===== src/cpu_isa_pkg.sv =====
`default_nettype none

package cpu_isa_pkg;

	// datapath and instruction field widths
	localparam int DATA_W    = 16;
	localparam int OP_W      = 4;
	localparam int REG_IDX_W = 3;
	localparam int IMM_W     = 8;
	localparam int PC_W      = 4;

	// opcodes, anything not listed decodes as a no-op
	localparam logic [OP_W-1:0] OP_LOAD = 4'b0001;
	localparam logic [OP_W-1:0] OP_ADD  = 4'b0010;
	localparam logic [OP_W-1:0] OP_SUB  = 4'b0011;
	localparam logic [OP_W-1:0] OP_JMP  = 4'b1000;
	localparam logic [OP_W-1:0] OP_ADDI = 4'b1010;
	localparam logic [OP_W-1:0] OP_SUBI = 4'b1011;
	localparam logic [OP_W-1:0] OP_BR   = 4'b1100;
	localparam logic [OP_W-1:0] OP_MOV  = 4'b1110;
	localparam logic [OP_W-1:0] OP_OUT  = 4'b1111;

	// register-register form: add, sub, mov, out
	typedef struct packed {
		logic [OP_W-1:0]                    opcode;
		logic [REG_IDX_W-1:0]               reg_a;
		logic [REG_IDX_W-1:0]               reg_b;
		logic [DATA_W-OP_W-2*REG_IDX_W-1:0] unused;
	} instr_rr_t;

	// register-immediate form: load, addi, subi
	typedef struct packed {
		logic [OP_W-1:0]                        opcode;
		logic [REG_IDX_W-1:0]                   reg_a;
		logic [DATA_W-OP_W-REG_IDX_W-IMM_W-1:0] unused;
		logic [IMM_W-1:0]                       imm;
	} instr_ri_t;

	// jump form: jmp and br share the target field
	typedef struct packed {
		logic [OP_W-1:0]             opcode;
		logic [PC_W-1:0]             target;
		logic [DATA_W-OP_W-PC_W-1:0] unused;
	} instr_jmp_t;

	// one instruction word, viewed per format
	typedef union packed {
		instr_rr_t  rr;
		instr_ri_t  ri;
		instr_jmp_t jmp;
	} instr_t;

endpackage

`default_nettype wire


===== src/cpu_cfg_pkg.sv =====
`default_nettype none

package cpu_cfg_pkg;

	// program memory size, one word per pc value
	localparam int ROM_DEPTH = 16;

	// clocks per executed instruction
	localparam int STEP_CYCLES = 4;
	// step counter width
	localparam int STEP_W = $clog2(STEP_CYCLES);

	// low byte of reg_a carried in the result word
	localparam int OUT_DATA_W = 8;

	// program load port
	typedef struct packed {
		logic                           we;
		logic [cpu_isa_pkg::PC_W-1:0]   addr;
		cpu_isa_pkg::instr_t            data;
	} prog_write_t;

	// word emitted by out: {pc of the out, zero pad, low byte}
	typedef struct packed {
		logic [cpu_isa_pkg::PC_W-1:0]                               pc;
		logic [cpu_isa_pkg::DATA_W-cpu_isa_pkg::PC_W-OUT_DATA_W-1:0] rsvd;
		logic [OUT_DATA_W-1:0]                                      data;
	} out_word_t;

endpackage

`default_nettype wire


===== src/prog_mem.sv =====
`timescale 1ns/1ps
`default_nettype none

module prog_mem (
	input  wire logic                         clk,
	input  wire cpu_cfg_pkg::prog_write_t     prog,
	input  wire logic [cpu_isa_pkg::PC_W-1:0] pc,
	output cpu_isa_pkg::instr_t               instr
);

	import cpu_isa_pkg::*;
	import cpu_cfg_pkg::*;

	// instruction storage, contents survive reset
	instr_t mem [ROM_DEPTH];

	// load port, writes whenever the strobe is up
	always_ff @(posedge clk) begin
		if (prog.we) begin
			mem[prog.addr] <= prog.data;
		end
	end

	// fetch, no clock in the read path
	assign instr = mem[pc];

	// a strobed write must name a real word
	// otherwise the wrong slot is silently overwritten
	a_addr_known : assert property (
		@(posedge clk) prog.we |-> !$isunknown(prog.addr)
	) else $error("prog_mem: write strobe with unknown address");

endmodule

`default_nettype wire


===== src/cpu_regfile.sv =====
`timescale 1ns/1ps
`default_nettype none

module cpu_regfile (
	input  wire logic                                clk,
	input  wire logic                                reset,
	input  wire logic [cpu_isa_pkg::REG_IDX_W-1:0]   addr_a,
	input  wire logic [cpu_isa_pkg::REG_IDX_W-1:0]   addr_b,
	input  wire logic                                write_en,
	input  wire logic [cpu_isa_pkg::DATA_W-1:0]      write_data,
	output logic [cpu_isa_pkg::DATA_W-1:0]           data_a,
	output logic [cpu_isa_pkg::DATA_W-1:0]           data_b
);

	import cpu_isa_pkg::*;

	localparam int NUM_REGS = 2 ** REG_IDX_W;

	logic [DATA_W-1:0] regs [NUM_REGS];

	// destination is always reg_a, so the write index is addr_a
	always_ff @(posedge clk) begin
		if (reset) begin
			for (int i = 0; i < NUM_REGS; i++) begin
				regs[i] <= '0;
			end
		end else if (write_en) begin
			regs[addr_a] <= write_data;
		end
	end

	// two read ports, combinational
	assign data_a = regs[addr_a];
	assign data_b = regs[addr_b];

	// an X enable would corrupt an unknown register
	// core drives it from the step counter and decode
	a_we_known : assert property (
		@(posedge clk) disable iff (reset) !$isunknown(write_en)
	) else $error("cpu_regfile: write enable unknown");

endmodule

`default_nettype wire


===== src/cpu_alu.sv =====
`timescale 1ns/1ps
`default_nettype none

module cpu_alu (
	input  wire cpu_isa_pkg::instr_t              instr,
	input  wire logic [cpu_isa_pkg::DATA_W-1:0]   data_a,
	input  wire logic [cpu_isa_pkg::DATA_W-1:0]   data_b,
	output logic [cpu_isa_pkg::DATA_W-1:0]        alu_result,
	output logic                                  alu_zero
);

	import cpu_isa_pkg::*;

	logic [DATA_W-1:0] operand_b;
	logic [DATA_W-1:0] imm_ext;
	logic              use_imm;
	logic              do_sub;

	// immediate is unsigned, zero fill the top
	assign imm_ext = {{(DATA_W-IMM_W){1'b0}}, instr.ri.imm};

	// local decode of the four arithmetic ops
	always_comb begin
		use_imm = 1'b0;
		do_sub  = 1'b0;
		case (instr.rr.opcode)
			OP_ADD: begin
				use_imm = 1'b0;
				do_sub  = 1'b0;
			end
			OP_ADDI: begin
				use_imm = 1'b1;
				do_sub  = 1'b0;
			end
			OP_SUB: begin
				use_imm = 1'b0;
				do_sub  = 1'b1;
			end
			OP_SUBI: begin
				use_imm = 1'b1;
				do_sub  = 1'b1;
			end
			// other opcodes, result not consumed
			default: begin
				use_imm = 1'b0;
				do_sub  = 1'b0;
			end
		endcase
	end

	assign operand_b = use_imm ? imm_ext : data_b;

	// wraps at 16 bits
	assign alu_result = do_sub ? (data_a - operand_b) : (data_a + operand_b);
	assign alu_zero   = (alu_result == '0);

endmodule

`default_nettype wire


===== src/cpu_core.sv =====
`timescale 1ns/1ps
`default_nettype none

module cpu_core (
	input  wire logic                                clk,
	input  wire logic                                reset,
	input  wire logic                                run,
	input  wire cpu_isa_pkg::instr_t                 instr,
	input  wire logic [cpu_isa_pkg::DATA_W-1:0]      data_a,
	input  wire logic [cpu_isa_pkg::DATA_W-1:0]      data_b,
	input  wire logic [cpu_isa_pkg::DATA_W-1:0]      alu_result,
	input  wire logic                                alu_zero,
	output logic [cpu_isa_pkg::PC_W-1:0]             pc,
	output logic [cpu_isa_pkg::REG_IDX_W-1:0]        addr_a,
	output logic [cpu_isa_pkg::REG_IDX_W-1:0]        addr_b,
	output logic                                     write_en,
	output logic [cpu_isa_pkg::DATA_W-1:0]           write_data,
	output cpu_cfg_pkg::out_word_t                   result,
	output logic                                     result_valid
);

	import cpu_isa_pkg::*;
	import cpu_cfg_pkg::*;

	logic [STEP_W-1:0] step_cnt;
	logic              step;
	logic [OP_W-1:0]   opcode;
	logic              wr_req;
	logic [PC_W-1:0]   pc_inc;
	logic [PC_W-1:0]   pc_next;
	logic              zero_flag;
	logic              is_sub;

	// step divider
	// one execute edge every STEP_CYCLES clocks while running
	assign step = run && (step_cnt == STEP_W'(STEP_CYCLES - 1));

	always_ff @(posedge clk) begin
		if (reset) begin
			step_cnt <= '0;
		end else if (!run || step) begin
			step_cnt <= '0;
		end else begin
			step_cnt <= step_cnt + 1'b1;
		end
	end

	// reg_a sits in the same bits in rr and ri
	assign opcode = instr.rr.opcode;
	assign addr_a = instr.rr.reg_a;
	assign addr_b = instr.rr.reg_b;

	// only sub and subi touch the zero flag
	assign is_sub = (opcode == OP_SUB) || (opcode == OP_SUBI);

	// write-back source select
	always_comb begin
		wr_req     = 1'b0;
		write_data = alu_result;
		case (opcode)
			OP_LOAD: begin
				wr_req     = 1'b1;
				write_data = {{(DATA_W-IMM_W){1'b0}}, instr.ri.imm};
			end
			OP_ADD, OP_ADDI, OP_SUB, OP_SUBI: begin
				wr_req     = 1'b1;
				write_data = alu_result;
			end
			OP_MOV: begin
				wr_req     = 1'b1;
				write_data = data_b;
			end
			default: begin
				wr_req     = 1'b0;
				write_data = alu_result;
			end
		endcase
	end

	// register write lands on the step edge itself
	assign write_en = step && wr_req;

	// next pc
	// PC_W bits cover ROM_DEPTH exactly, so +1 wraps 15 to 0
	assign pc_inc = pc + 1'b1;

	always_comb begin
		pc_next = pc_inc;
		case (opcode)
			OP_JMP: pc_next = instr.jmp.target;
			OP_BR: begin
				// taken only on a set flag
				if (zero_flag) begin
					pc_next = instr.jmp.target;
				end
			end
			default: pc_next = pc_inc;
		endcase
	end

	// pc, zero flag and result all update on the step edge
	always_ff @(posedge clk) begin
		if (reset) begin
			pc           <= '0;
			zero_flag    <= 1'b0;
			result       <= '0;
			result_valid <= 1'b0;
		end else begin
			result_valid <= 1'b0;
			if (step) begin
				pc <= pc_next;
				if (is_sub) begin
					zero_flag <= alu_zero;
				end
				if (opcode == OP_OUT) begin
					// address of the out itself rather than pc + 1
					result.pc    <= pc;
					result.rsvd  <= '0;
					result.data  <= data_a[OUT_DATA_W-1:0];
					result_valid <= 1'b1;
				end
			end
		end
	end

	// a result pulse only follows a wrap of the step divider
	a_valid_on_step : assert property (
		@(posedge clk) disable iff (reset)
		result_valid |-> (step_cnt == '0) && $past(step_cnt == STEP_W'(STEP_CYCLES - 1))
	) else $error("cpu_core: result_valid outside a step edge");

	// pc never leaves the program memory
	a_pc_in_range : assert property (
		@(posedge clk) disable iff (reset)
		!$isunknown(pc) && (pc < ROM_DEPTH)
	) else $error("cpu_core: pc out of range");

endmodule

`default_nettype wire


===== src/cpu_top.sv =====
`timescale 1ns/1ps
`default_nettype none

module cpu_top (
	input  wire logic                         clk,
	input  wire logic                         reset,
	input  wire cpu_cfg_pkg::prog_write_t     prog,
	input  wire logic                         run,
	output logic [cpu_isa_pkg::PC_W-1:0]      pc,
	output cpu_cfg_pkg::out_word_t            result,
	output logic                              result_valid
);

	import cpu_isa_pkg::*;

	// fetched word
	instr_t instr;

	// register file traffic
	logic [REG_IDX_W-1:0] addr_a;
	logic [REG_IDX_W-1:0] addr_b;
	logic                 write_en;
	logic [DATA_W-1:0]    write_data;
	logic [DATA_W-1:0]    data_a;
	logic [DATA_W-1:0]    data_b;

	// alu outputs
	logic [DATA_W-1:0]    alu_result;
	logic                 alu_zero;

	prog_mem prog_mem_inst (
		.clk   (clk),
		.prog  (prog),
		.pc    (pc),
		.instr (instr)
	);

	cpu_core cpu_core_inst (
		.clk          (clk),
		.reset        (reset),
		.run          (run),
		.instr        (instr),
		.data_a       (data_a),
		.data_b       (data_b),
		.alu_result   (alu_result),
		.alu_zero     (alu_zero),
		.pc           (pc),
		.addr_a       (addr_a),
		.addr_b       (addr_b),
		.write_en     (write_en),
		.write_data   (write_data),
		.result       (result),
		.result_valid (result_valid)
	);

	cpu_regfile cpu_regfile_inst (
		.clk        (clk),
		.reset      (reset),
		.addr_a     (addr_a),
		.addr_b     (addr_b),
		.write_en   (write_en),
		.write_data (write_data),
		.data_a     (data_a),
		.data_b     (data_b)
	);

	cpu_alu cpu_alu_inst (
		.instr      (instr),
		.data_a     (data_a),
		.data_b     (data_b),
		.alu_result (alu_result),
		.alu_zero   (alu_zero)
	);

endmodule

`default_nettype wire


===== config.mk =====
export PLATFORM = sky130hd
export DESIGN_NAME = cpu_top
export DESIGN_NICKNAME = d
export VERILOG_FILES = /design/src/cpu_isa_pkg.sv /design/src/cpu_cfg_pkg.sv /design/src/prog_mem.sv /design/src/cpu_regfile.sv /design/src/cpu_alu.sv /design/src/cpu_core.sv /design/src/cpu_top.sv
export SDC_FILE = /design/constraint.sdc
export NUM_CORES = 1
export LEC_CHECK = 0
export ABC_CLOCK_PERIOD_IN_PS = 17400
export BUFFER_PORTS_ARGS = -buffer_cell sky130_fd_sc_hd__buf_2
export CAP_MARGIN = 5
export CORE_MARGIN = 8
export CORE_UTILIZATION = 42
export CTS_BUF_LIST = sky130_fd_sc_hd__clkbuf_16
export CTS_CLUSTER_DIAMETER = 80
export DETAILED_ROUTE_END_ITERATION = 12
export GPL_TIMING_DRIVEN = 0
export PLACE_DENSITY = 0.62
export SLEW_MARGIN = 15
export SYNTH_ARGS = -nofsm -noshare
export SYNTH_HDL_FRONTEND = slang
export SYNTH_HIERARCHICAL = 1
export SYNTH_SLANG_ARGS = --single-unit
export TNS_END_PERCENT = 10

===== constraint.sdc =====
create_clock -name clk -period 17.4 [get_ports clk]
set_input_delay 3.48 -clock clk [delete_from_list [all_inputs] [get_ports clk]]
set_output_delay 3.48 -clock clk [all_outputs]
set_load 0.02 [all_outputs]

* Word level (Yosys, flattened, before mapping)
Memory sizes are Yosys's and may differ from the RTL's. A register that Yosys moved wholly into a read port is not among the register bits. Index checks and enable logic that the tools add are counted.
Storage, ports and cells: bits in writable memories 384, register bits 20, output and inout port bits 21, logic and storage cells 58, bits of input ports 24, memories kept 2
Operators by class: bitwise logic cells 1, equal/unequal tests 10, reduce and logical (&&, ||, !) cells 14, add/sub/neg operators 4, multiplexer cells 21
Memory list:
- prog_mem_inst.mem | depth 16, bits a word 16, rd ports 1, clocked after Yosys merged registers in 1, write ports 1, RTL line prog_mem.sv:15 | instr_t mem [ROM_DEPTH];
- cpu_regfile_inst.regs | depth 8, bits a word 16, rd ports 2, clocked after Yosys merged registers in 0, write ports 8, RTL line cpu_regfile.sv:19 | logic [DATA_W-1:0] regs [NUM_REGS];
Operator list (count):
- $mux 16 | 3
- $pmux 16 s2 | 1
- $eq 4x4->1 const B | 6
- $add 16x16->16 | 1
- $logic_not 16->1 | 1
- $reduce_or 16->1 | 1
- $sub 16x16->16 | 1
- $mux 1 | 12
- $mux 4 | 3
- $eq 4x2->1 const B | 2
- $pmux 4 s2 | 1
- $reduce_or 2->1 | 4
- $reduce_or 6->1 | 1
- $add 4x1->4 const B | 1
- $eq 4x1->1 const B | 1
- $reduce_and 2->1 | 2
- $mux 3 | 1
- $add 2x1->2 const B | 1
- $eq 2x2->1 const B | 1
- $logic_and 1x1->1 | 2
- $logic_or 1x1->1 | 2
- $logic_not 1->1 | 1
- $not 1->1 | 1

* Logic depth before layout (Yosys ltp)
Gate-level depths: netlist of the first run.
word-level depth 9, mapped depth 30, depth with buffers taken out 24

* Modules after synthesis
Netlist of the first run, hierarchy kept.
By module, submodules not included:
- prog_mem | cells an instance 416, area each 9723.1 sq um, times used 1
- cpu_regfile | cells an instance 407, area each 6945.4 sq um, times used 1
- cpu_core | cells an instance 177, area each 1321.3 sq um, times used 1
- cpu_alu | cells an instance 174, area each 1298.7 sq um, times used 1

* Worst setup path before layout of the first run
Ideal clock, no wire load.
kind register to register, start register cpu_core_inst/pc[0] (netlist name), end register cpu_core_inst.zero_flag, library setup time 70 ps, path slack 10935 ps, arrival 6395 ps, stages on the path, launching flop included 29, cells stage by stage dfxtp_1 -> buf_6 -> buf_6 -> mux4_1 -> a22oi_1 -> nand2_1 -> buf_4 -> buf_6 -> buf_12 -> mux4_1 -> mux2_2 -> or4_1 -> nor3_2 -> nor2_1 -> o211ai_1 -> o31ai_1 -> a221o_2 -> ha_1 -> a21oi_1 -> o21ai_0 -> or3_1 -> a31oi_1 -> o21ai_0 -> a31oi_1 -> xnor2_1 -> nor4_2 -> inv_1 -> or3_1 -> a21oi_1
RTL lines:
- end signal: assignment | RTL line cpu_core.sv:113 | zero_flag <= alu_zero;
- end: declaration | RTL line cpu_core.sv:31 | logic zero_flag;

==> metrics.txt, run 1 <==
DIE HEIGHT=230 um; pin slew with the least headroom to its limit=1.09 ns; first-pass GRT wire length=72.1 mm; x dimension of the die=230 um; post-route minimum period=8.23 ns; RSZ-0062 raised after global routing=no; peak ir drop on the vdd network=77.5 uV; run status=finished clean; fraction of final layout cells sized beyond drive strength 1=25.1%; CP Buf/Inv Count=5; Area Overhead vs Synth=13.0%; total DRC errors in the routed layout=0; kind of cell adding the most delay to the critical path=compound AO/OA/AOI/OAI gates; final net count=1,323; most used cell along the critical path=o21ai_0; GRT Util Overall=18.1%; Pre-antenna DRT Iters=5; Worst path max stage delay=0.64 ns; warning count from the yosys run=6; Worst Clk Skew=0.0378 ns; Worst Path Required=17.79 ns; Floorplan Core Area=45,400 um^2; worst setup path class=reg -> reg; starting density of the core=42.5%; smallest setup slack after layout=9.17 ns; commonest non-fill, non-tap cells in the layout=edfxtp_1, and2_1, mux4_2, buf_2, nand2_1; post-layout instance count excluding filler cells=1,911; Synth Flop Type=edfxtp_1; number of cells in the design after placement=1,837; max-cap violation count=0; synthesized instance count=1,174; post-cts hold buffer count=0; post-detailed-routing wire length=48.2 mm; proportion of synthesized flip-flops having asynchronous set or reset=0%; category of the worst setup path launch point=flip-flop; worst-path cell with the longest stage delay=buf_1; path type of the worst min-delay path=reg -> reg; number of enable flip-flop cells after synthesis=384; Post-CTS Resized=0; std cell rows=78; proportion of synthesized chip area in sequential cells=61.9%; Power Density=107 nW/um^2; DR iter-0 viols=1,001; maximum level of the CTS H-tree=2; post-detailed-placement half-perimeter wirelength=33.9 mm; clk root buf=clkbuf_16; number of global-route vias before repair=11,400; source-to-sink clock delay at the later pin of the worst-skew pair=0.56 ns; final hold vios=0; clock buffers created by TritonCTS=42; total design power=2320 uW; remaining max-slew budget at the tightest pin=27.0%; number of placed I/O pins=45; Netlist Area Pre-Place=19,300 um^2; detailed-route wire length per cell=25.2 um; final count of pins violating max slew=0; count of different cell masters after synthesis=81; Vias=11,100; CP Max Fanout=10; count of final setup violators=0; post-route clock period utilization=47.3%; leftover overflow at the end of global routing=0; via-per-instance ratio=5.79; final hold slack=0.428 ns; Die ar.=53,000 um^2; Critical Path Sink Type=flip-flop; TritonCTS Sinks=404; worst-case setup slack after placement=9.23 ns; Achievable Freq=0.122 GHz; antenna violations before repair=2; pin count of the biggest net entering global routing=17; Static Leak=0.00763 uW; filler instances=3,880; Sum Neg Setup Slack=0 ns; Reg clk slew, reported paths=0.06 ns; mean post-synth cell area=16.4 um^2; routability-driven placement congestion ratio=0.865; # port buffers=40; #FFs+latches synth=404; most common cell after layout, fill and taps aside=edfxtp_1; antenna-violating nets left=0; number of setup buffers added after CTS=0; clock tree from TritonCTS=done; CP Data Arrival Time=8.62 ns; largest buffer count on any clock path=3
[final timing paths]
check / startpoint / to / slack (ns) / cells past startpoint
setup / recovery: cpu_core_inst/pc[1] / cpu_regfile_inst/regs[0][15] / 9.17 / 27
hold / removal: cpu_core_inst/step_cnt[0] / cpu_core_inst/step_cnt[0] / 0.43 / 1
setup reg to reg: cpu_core_inst/pc[1] / cpu_regfile_inst/regs[0][15] / 9.17 / 27
hold reg to reg: cpu_core_inst/step_cnt[0] / cpu_core_inst/step_cnt[0] / 0.43 / 1
[layout make-up]
class	count	area (um^2)	area share (%)
flip-flops and latches	404	11900	54.7
multi-input cells	679	6850	31.4
clock buffers	43	1080	4.94
well taps	600	751	3.44
plain buffers	80	517	2.37
repair buffers	60	429	1.97
clock inverters	29	190	0.872
inverters	14	52.6	0.241
diodes	2	5.00	0.0230
[per-stage QoR]
step / utilization [%] / instance area, um^2
after floorplan: - / 19300
after global placement: 44.6 / 20300
after detailed placement: 45.2 / 20500
after CTS: 48.0 / 21800
after global routing: 48.0 / 21800
final: 48.0 / 21800
[state kept, by name, indices dropped and copies added (netlist names)]
register and count:
cpu_core_inst/step_cnt 2, cpu_core_inst/zero_flag 1, cpu_core_inst/pc 4, cpu_regfile_inst/regs 128, cpu_core_inst/result_valid 1, cpu_core_inst/result 12
prog_mem_inst/mem 256
[cells in the mapped netlist (9+ instances only)]
| master | count | area share [%] |
|---|---|---|
| edfxtp_1 | 384 | 60 |
| and2_1 | 131 | 4.2 |
| mux4_2 | 89 | 10 |
| nand2_1 | 52 | 1.0 |
| a22oi_1 | 40 | 1.6 |
| o21ai_0 | 39 | 1.0 |
| mux4_1 | 37 | 5.0 |
| a21oi_1 | 33 | 0.86 |
| nor2_1 | 27 | 0.53 |
| buf_2 | 25 | 0.65 |
| mux2_2 | 23 | 1.3 |
| clkbuf_1 | 20 | 0.39 |
| dfxtp_1 | 20 | 2.1 |
| nand3_1 | 18 | 0.47 |
| ha_1 | 17 | 1.1 |
| xnor2_1 | 15 | 0.68 |
| inv_1 | 14 | 0.27 |
| buf_4 | 13 | 0.51 |
| xor2_1 | 11 | 0.50 |
| buf_6 | 10 | 0.58 |
| mux2_4 | 10 | 0.78 |
| nand2b_1 | 9 | 0.29 |
[power breakdown]
group          internal (uW)  total, uW  switching [uW]
Sequential              1090       1100            8.28
Combinational            142        401             259
Clock                    474        829             354
[logic make-up (layout without fill, tap and decap cells)]
family | after synthesis | in the layout | share of synthesized area (%)
AOI/OAI and AO/OA | 153 | 153 | 5.13
and+or+nand+nor | 310 | 310 | 9.57
adders and majority gates | 18 | 18 | 1.21
other | 1 | 6 | 0.0194
buffers and inverters | 94 | 226 | 2.95
muxes | 168 | 168 | 18.1
DFF | 404 | 404 | 61.9
xor gates and xnor gates | 26 | 26 | 1.18
[metal layers]
| layer | vias up | track usage (%) | wire (um) |
|---|---|---|---|
| met5 | - | 0 | 16 |
| met4 | 2 | 6.95 | 1700 |
| met3 | 75 | 2.40 | 2110 |
| met2 | 335 | 30.9 | 24200 |
| met1 | 5761 | 23.3 | 20200 |
| li1 | 4886 | - | - |
[worst reg2reg max path, cell delays in order (launching register included)]
cell and delay, ns:
dfxtp_1 0.47, buf_2 0.30, buf_1 0.64, mux4_1 0.40
a22oi_1 0.42, nand2_1 0.31, buf_4 0.23, buf_6 0.14
buf_12 0.16, mux4_1 0.49, mux2_2 0.36, or4_1 0.56
nor3_2 0.20, nor2_1 0.10, o211ai_1 0.18, o31ai_1 0.10
a221o_2 0.34, ha_1 0.35, a21oi_1 0.15, o21ai_0 0.11
or3_1 0.31, a31oi_1 0.18, o21ai_0 0.17, a31oi_1 0.27
xnor2_1 0.19, nand2_1 0.11, o21ai_0 0.64, and2_1 0.23
No activity file was read; power rests on OpenSTA's default activity.
==> run 2: changes to the inputs <==
--- a/config.mk
+++ b/config.mk
@@ -5,7 +5,8 @@
 export SDC_FILE = /design/constraint.sdc
 export NUM_CORES = 1
 export LEC_CHECK = 0
-export ABC_CLOCK_PERIOD_IN_PS = 17400
+export ABC_AREA = 1
+export ABC_CLOCK_PERIOD_IN_PS = 8000
 export BUFFER_PORTS_ARGS = -buffer_cell sky130_fd_sc_hd__buf_2
 export CAP_MARGIN = 5
 export CORE_MARGIN = 8
==> constraint.sdc (replaced) <==
create_clock -name clk -period 8 [get_ports clk]
set_input_delay 1.6 -clock clk [delete_from_list [all_inputs] [get_ports clk]]
set_output_delay 1.6 -clock clk [all_outputs]
set_load 0.02 [all_outputs]
==> run 2 against run 1 <==
First-iteration DRC count up 110%. Non-clock buffer count grew 46. Cell count is 81% higher. Hold slack worse by 0.0020 ns. Flip-flop and latch count did not move. Clock power increased by 120%. Worst setup slack worse by 8.2 ns. Power grew 110%. Critical path type unchanged. Critical endpoint is now cpu_regfile_inst/regs[7][15]. Highest routed layer is now met4.
==> metrics.txt, run 2 <==
count of different cell masters after synthesis=39; CP Data Arrival Time=7.34 ns; instance count along the most critical hold path=1; Worst Clk Skew=0.0373 ns; net switching fraction of the power=26.6%; number of global-route vias before repair=16,800; max-cap violation count=0; Netlist Area Pre-Place=21,600 um^2; Vias=17,700; part of the power in combinational logic=11.8%; CP Max Fanout=10; proportion of synthesized chip area in sequential cells=55.3%; maximum level of the CTS H-tree=2; detailed-route wire length per cell=18.7 um; top cells by area, synth=edfxtp_1, nand2_1, inv_1, nand3_1, nor2_1; final design area excluding fillers=24,200 um^2; startpoint of the most critical register-to-register path=cpu_core_inst/pc[1]; number of cell instances on the worst register-to-register path=40; # port buffers=40; Synth top cells by count=nand2_1, inv_1, edfxtp_1; remaining max-slew budget at the tightest pin=40.0%; most common cell in the synthesized netlist=nand2_1; DR iter-0 viols=2,069; post-cts hold buffer count=0; Static Leak=0.0115 uW; final net count=2,783; post-route clock period utilization=88.1%; post-detailed-placement half-perimeter wirelength=46.4 mm; Post-Place Cell Area=22,900 um^2; mean post-synth cell area=8.17 um^2; most flop-heavy register=prog_mem_inst/mem; kind of cell adding the most delay to the critical path=simple AND/OR/NAND/NOR gates; internal power=3530 uW; final count of pins violating max slew=0; RSZ-0062 raised after global routing=no; end of the worst hold path=cpu_core_inst/step_cnt[0]; number of placed I/O pins=45; clock tree from TritonCTS=done; routability-driven placement congestion ratio=0.912; share of the synthesized area in the top cell type=53.5%; Die ar.=58,800 um^2; CP Buf/Inv Count=12; clk root buf=clkbuf_16; TritonCTS Sinks=404; post-route minimum period=7.05 ns; antenna-violating nets left=0; largest registers in the final layout=prog_mem_inst/mem (256), cpu_regfile_inst/regs (128), cpu_core_inst/result (12); commonest non-fill, non-tap cells in the layout=nand2_1, inv_1, edfxtp_1, nand3_1, nor2_1; Critical Path Sink Type=flip-flop; x dimension of the die=243 um; via-per-instance ratio=5.13; Floorplan Core Area=51,000 um^2; Worst path max stage delay=0.52 ns; R2R Setup Slk=0.95 ns; GRT Util Overall=21.4%; peak ir drop on the vdd network=204 uV; Synth Flop Type=edfxtp_1; worst setup path class=reg -> reg; fraction of final layout cells sized beyond drive strength 1=9.20%; warning count from the yosys run=6; FF-to-FF End=cpu_regfile_inst/regs[7][15]; largest buffer count on any clock path=3; Area Overhead vs Synth=12.2%; number of flip-flops in the largest register=256; filler instances=4,855; number of enable flip-flop cells after synthesis=384; pin count of the biggest net entering global routing=17; Reg clk slew, reported paths=0.06 ns; DIE HEIGHT=243 um; library cell occupying the most area in the post-synthesis netlist=edfxtp_1; Power Density=199 nW/um^2; std cell rows=83; antenna violations before repair=1; proportion of synthesized flip-flops having asynchronous set or reset=0%; first-pass GRT wire length=98.0 mm; Antenna diodes=0; leftover overflow at the end of global routing=0; clock buffers created by TritonCTS=42; number of setup buffers added after CTS=0; category of the worst setup path launch point=flip-flop; sequential group share of total power=49.5%; #FFs+latches synth=404; switching pwr=1280 uW; pin slew with the least headroom to its limit=0.898 ns; Achievable Freq=0.142 GHz; most used cell along the critical path=nand2_1; Hold Crit Start=cpu_core_inst/step_cnt[0]; Worst Path Required=8.29 ns; source-to-sink clock delay at the later pin of the worst-skew pair=0.58 ns; final hold vios=0; most common cell after layout, fill and taps aside=nand2_1; worst-path cell with the longest stage delay=clkbuf_1; synthesized instance count=2,638; run status=finished clean; total DRC errors in the routed layout=0; path type of the worst min-delay path=reg -> reg; clock share of power=38.6%; count of final setup violators=0; Post-CTS Resized=0; post-detailed-routing wire length=64.7 mm; starting density of the core=42.3%; Pre-antenna DRT Iters=6; Sum Neg Setup Slack=0 ns; cell count along the critical path=40
-- run 2: cell families after synthesis --
group | count (synthesis) | share of synthesized area (%)
AO/OA/AOI/OAI | 42 | 1.07
flip-flops | 404 | 55.3
AND/OR/NAND/NOR | 1590 | 30.7
XOR/XNOR | 19 | 0.772
adder cells (fa/ha/maj) | 18 | 1.08
other | 1 | 0.0174
buffers and inverters | 564 | 11.0
-- run 2: cell type report --
type | count | area, um^2 | area share, %
Clock inverter | 33 | 234 | 0.967
Multi-Input combinational cell | 1673 | 7310 | 30.2
Inverter | 434 | 1630 | 6.75
Timing Repair Buffer | 56 | 437 | 1.81
Sequential cell | 404 | 11900 | 49.3
Tap cell | 680 | 851 | 3.52
Clock buffer | 42 | 1050 | 4.35
Buffer | 130 | 746 | 3.08
-- run 2: metal layers --
layer | vias to the layer above | global-route usage (%) | part of all wire [%]
met2 | 800 | 33.2 | 44
met5 | - | 0 | 0
met3 | 126 | 3.96 | 10
li1 | 8463 | - | -
met1 | 8331 | 30.2 | 43
met4 | 0 | 6.88 | 3.0
-- run 2: how the worst max path moves through the flow --
stage | start | to
2_1_floorplan | cpu_core_inst/pc[0] | cpu_regfile_inst/regs[0][13]
3_3_place_gp | cpu_core_inst/pc[2] | cpu_regfile_inst/regs[2][15]
3_5_place_dp | cpu_core_inst/pc[1] | cpu_regfile_inst/regs[2][15]
4_1_cts | cpu_core_inst/pc[2] | cpu_regfile_inst/regs[7][15]
5_1_grt | cpu_core_inst/pc[2] | cpu_regfile_inst/regs[7][15]
6_report | cpu_core_inst/pc[1] | cpu_regfile_inst/regs[7][15]
-- run 2: power by group through the flow --
stage	registers (uW)	clock network, uW	logic (uW)
2_1_floorplan	2420	0	353
3_3_place_gp	2420	0	540
3_5_place_dp	2430	0	553
4_1_cts	2380	1890	556
5_1_grt	2380	1960	627
6_report	2380	1860	569
-- run 2: per-stage QoR --
stage	setup WS (ns)	util (%)	hold slack, ns	instances	power [uW]
final	0.950	47.4	0.426	3452	4810
after global routing	0.422	47.4	0.444	3452	4980
after CTS	1.15	47.4	0.431	3452	4830
after detailed placement	1.17	44.9	0.424	3377	2980
after global placement	1.21	44.4	0.406	3361	2960
after floorplan	3.16	-	0.398	2641	2770
==> run 3: changes to the inputs <==
--- a/config.mk
+++ b/config.mk
@@ -19,6 +19,5 @@
 export SLEW_MARGIN = 15
 export SYNTH_ARGS = -nofsm -noshare
 export SYNTH_HDL_FRONTEND = slang
-export SYNTH_HIERARCHICAL = 1
 export SYNTH_SLANG_ARGS = --single-unit
 export TNS_END_PERCENT = 10
==> run 3 against run 2 <==
Area after synthesis down 9.7%. Highest routed layer is now met5. Clock power is 3% higher. Core utilization increased by 0.20 points. Flip-flop and latch count up 4. Worst setup slack worse by 0.28 ns. Clock-buffer cell count rose by 1. First-iteration DRC count is 9.6% lower. Sequential share of layout area up 5.3 points. Critical endpoint is now cpu_regfile_inst.regs[7][15].
==> metrics.txt, run 3 <==
run status=finished clean; Netlist Area Pre-Place=19,500 um^2; CP Max Fanout=10; Pre-antenna DRT Iters=7; Achievable Freq=0.136 GHz; post-route clock period utilization=91.6%; most common cell after layout, fill and taps aside=edfxtp_1; Post-CTS Resized=0; post-route minimum period=7.33 ns; filler instances=4,236; number of global-route vias before repair=14,500; CP Data Arrival Time=7.65 ns; DIE HEIGHT=231 um; synthesized instance count=1,927; # port buffers=39; proportion of synthesized chip area in sequential cells=61.7%; number of flip-flops in the largest register=256; Worst Path Required=8.32 ns; TritonCTS Sinks=408; post-layout instance count excluding filler cells=2,663; Reg clk slew, reported paths=0.06 ns; number of setup buffers added after CTS=0; internal power=3580 uW; topmost layer with routed signal wires=met5; pin count of the biggest net entering global routing=17; Power Density=220 nW/um^2; GRT Util Overall=22.1%; Static Leak=0.00852 uW; antenna violations before repair=2; post-cts hold buffer count=0; post-detailed-placement half-perimeter wirelength=41.0 mm; M1 wire length=25.6 mm; Vias=15,300; DR iter-0 viols=1,871; number of enable flip-flop cells after synthesis=384; Worst Clk Skew=0.0173 ns; leftover overflow at the end of global routing=0; Synth top cells by count=edfxtp_1, nor2_1, nand2_1; Met2 Routed Length=26.8 mm; instance count along the most critical hold path=1; count of final setup violators=0; count of different cell masters after synthesis=49; smallest setup slack after layout=0.670 ns; routability-driven placement congestion ratio=0.920; switching pwr=1270 uW; maximum level of the CTS H-tree=2; starting density of the core=42.2%; source-to-sink clock delay at the later pin of the worst-skew pair=0.59 ns; Sum Neg Setup Slack=0 ns; peak ir drop on the vdd network=153 uV; warning count from the yosys run=0; part of the power in combinational logic=10.8%; number of placed I/O pins=45; number of cell instances on the worst register-to-register path=27; net switching fraction of the power=26.2%; routed length on met3=5.41 mm; Area Overhead vs Synth=12.9%; via-per-instance ratio=5.75; antenna-violating nets left=0; largest registers in the final layout=prog_mem_inst.mem (256), cpu_regfile_inst.regs (128), cpu_core_inst.result (12); most flop-heavy register=prog_mem_inst.mem; final hold vios=0; largest buffer count on any clock path=3; pin slew with the least headroom to its limit=1.12 ns; std cell rows=79; first-pass GRT wire length=90.1 mm; worst setup path class=reg -> reg; max-cap violation count=0; share of the core filled with cells in the final layout=47.6%; worst-case setup slack after placement=0.914 ns; x dimension of the die=231 um; Floorplan Core Area=46,200 um^2; clock tree from TritonCTS=done; post-detailed-routing wire length=60.7 mm; remaining max-slew budget at the tightest pin=25.1%; final hold slack=0.423 ns; final count of pins violating max slew=0; mean post-synth cell area=10.1 um^2; clk root buf=clkbuf_16; top cells by area, synth=edfxtp_1, nor2_1, nand2_1, nand3_1, inv_1; final net count=2,067; commonest non-fill, non-tap cells in the layout=edfxtp_1, nand2_1, nor2_1, nand3_1, inv_1; path type of the worst min-delay path=reg -> reg; Critical Path Sink Type=flip-flop; clock buffers created by TritonCTS=43; clock share of power=39.7%; most common cell in the synthesized netlist=edfxtp_1; Antenna diodes=0; share of the synthesized area in the top cell type=59.2%; #FFs+latches synth=408; category of the worst setup path launch point=flip-flop; number of cells in the design after placement=2,584; sequential group share of total power=49.5%; Synth Flop Type=edfxtp_1; library cell occupying the most area in the post-synthesis netlist=edfxtp_1; RSZ-0062 raised after global routing=no; fraction of final layout cells sized beyond drive strength 1=12.9%; proportion of synthesized flip-flops having asynchronous set or reset=0%; Die ar.=53,500 um^2; total DRC errors in the routed layout=0; detailed-route wire length per cell=22.8 um
## run 3: area by class of cell
class	instances	area (um^2)	share of cell area, %
buffer	104	587	2.67
sequential	408	12000	54.6
tap	607	759	3.45
inverter	173	652	2.96
timing repair buffer	47	315	1.43
clock buffer	43	1080	4.89
clock inverter	36	278	1.26
multi-input combinational	1245	6310	28.7
## run 3: worst paths after layout
kind	from	end	slack, ns
max	flip-flop	cpu_regfile_inst.regs[7][15]	0.67
min reg2reg	cpu_core_inst.step_cnt[0]	cpu_core_inst.step_cnt[0]	0.42
max reg2reg	flip-flop	cpu_regfile_inst.regs[7][15]	0.67
min	cpu_core_inst.step_cnt[0]	cpu_core_inst.step_cnt[0]	0.42
## run 3: routing by layer
layer  vias up  GRT usage, %
li1       6913             -
met1      7359          31.0
met2       859          33.3
met3       178          3.37
met4         4          10.8
met5         -             0
## run 3: cells by family (layout without fill, tap and decap cells)
family | count (synthesis) | after routing | synth area share [%]
xor+xnor | 27 | 27 | 1.21
other cells | 1 | 4 | 0.0193
buf+inv | 277 | 403 | 6.36
fa+ha+maj | 21 | 21 | 1.39
compound gates | 309 | 309 | 9.92
simple gates | 884 | 884 | 19.4
flops | 408 | 408 | 61.7
## run 3: metrics by stage
| step | total power [uW] | cell area (um^2) |
|---|---|---|
| 6_report | 4850 | 22000 |
| 5_1_grt | 4990 | 22000 |
| 4_1_cts | 4850 | 22000 |
| 3_5_place_dp | 2960 | 20600 |
| 3_3_place_gp | 2940 | 20400 |
| 2_1_floorplan | 2770 | 19500 |
## run 3: worst max-delay path: stages, from the launching register on
cell,delay [ns]
dfxtp_1,0.29
clkbuf_1,0.28
inv_1,0.38
clkbuf_1,0.63
nand3_1,0.54
nand2_2,0.35
inv_2,0.12
nand3_1,0.45
buf_4,0.33
o22ai_1,0.11
a21oi_1,0.14
o2111ai_1,0.41
ha_1,0.53
nand2_1,0.06
o21ai_0,0.38
nand4_1,0.17
nand2_1,0.16
a21oi_1,0.12
o21ai_0,0.34
nand2_1,0.16
o21ai_0,0.39
nand3_1,0.12
nand2_1,0.11
inv_2,0.03
nand3_1,0.09
nand2_1,0.10
nand2_2,0.16
a21oi_1,0.09
## run 3: power by group through the flow
stage	sequential (uW)	clock (uW)	combinational, uW
2_1_floorplan	2440	0	329
3_3_place_gp	2440	0	499
3_5_place_dp	2450	0	510
4_1_cts	2400	1940	513
5_1_grt	2400	2020	563
6_report	2400	1920	523
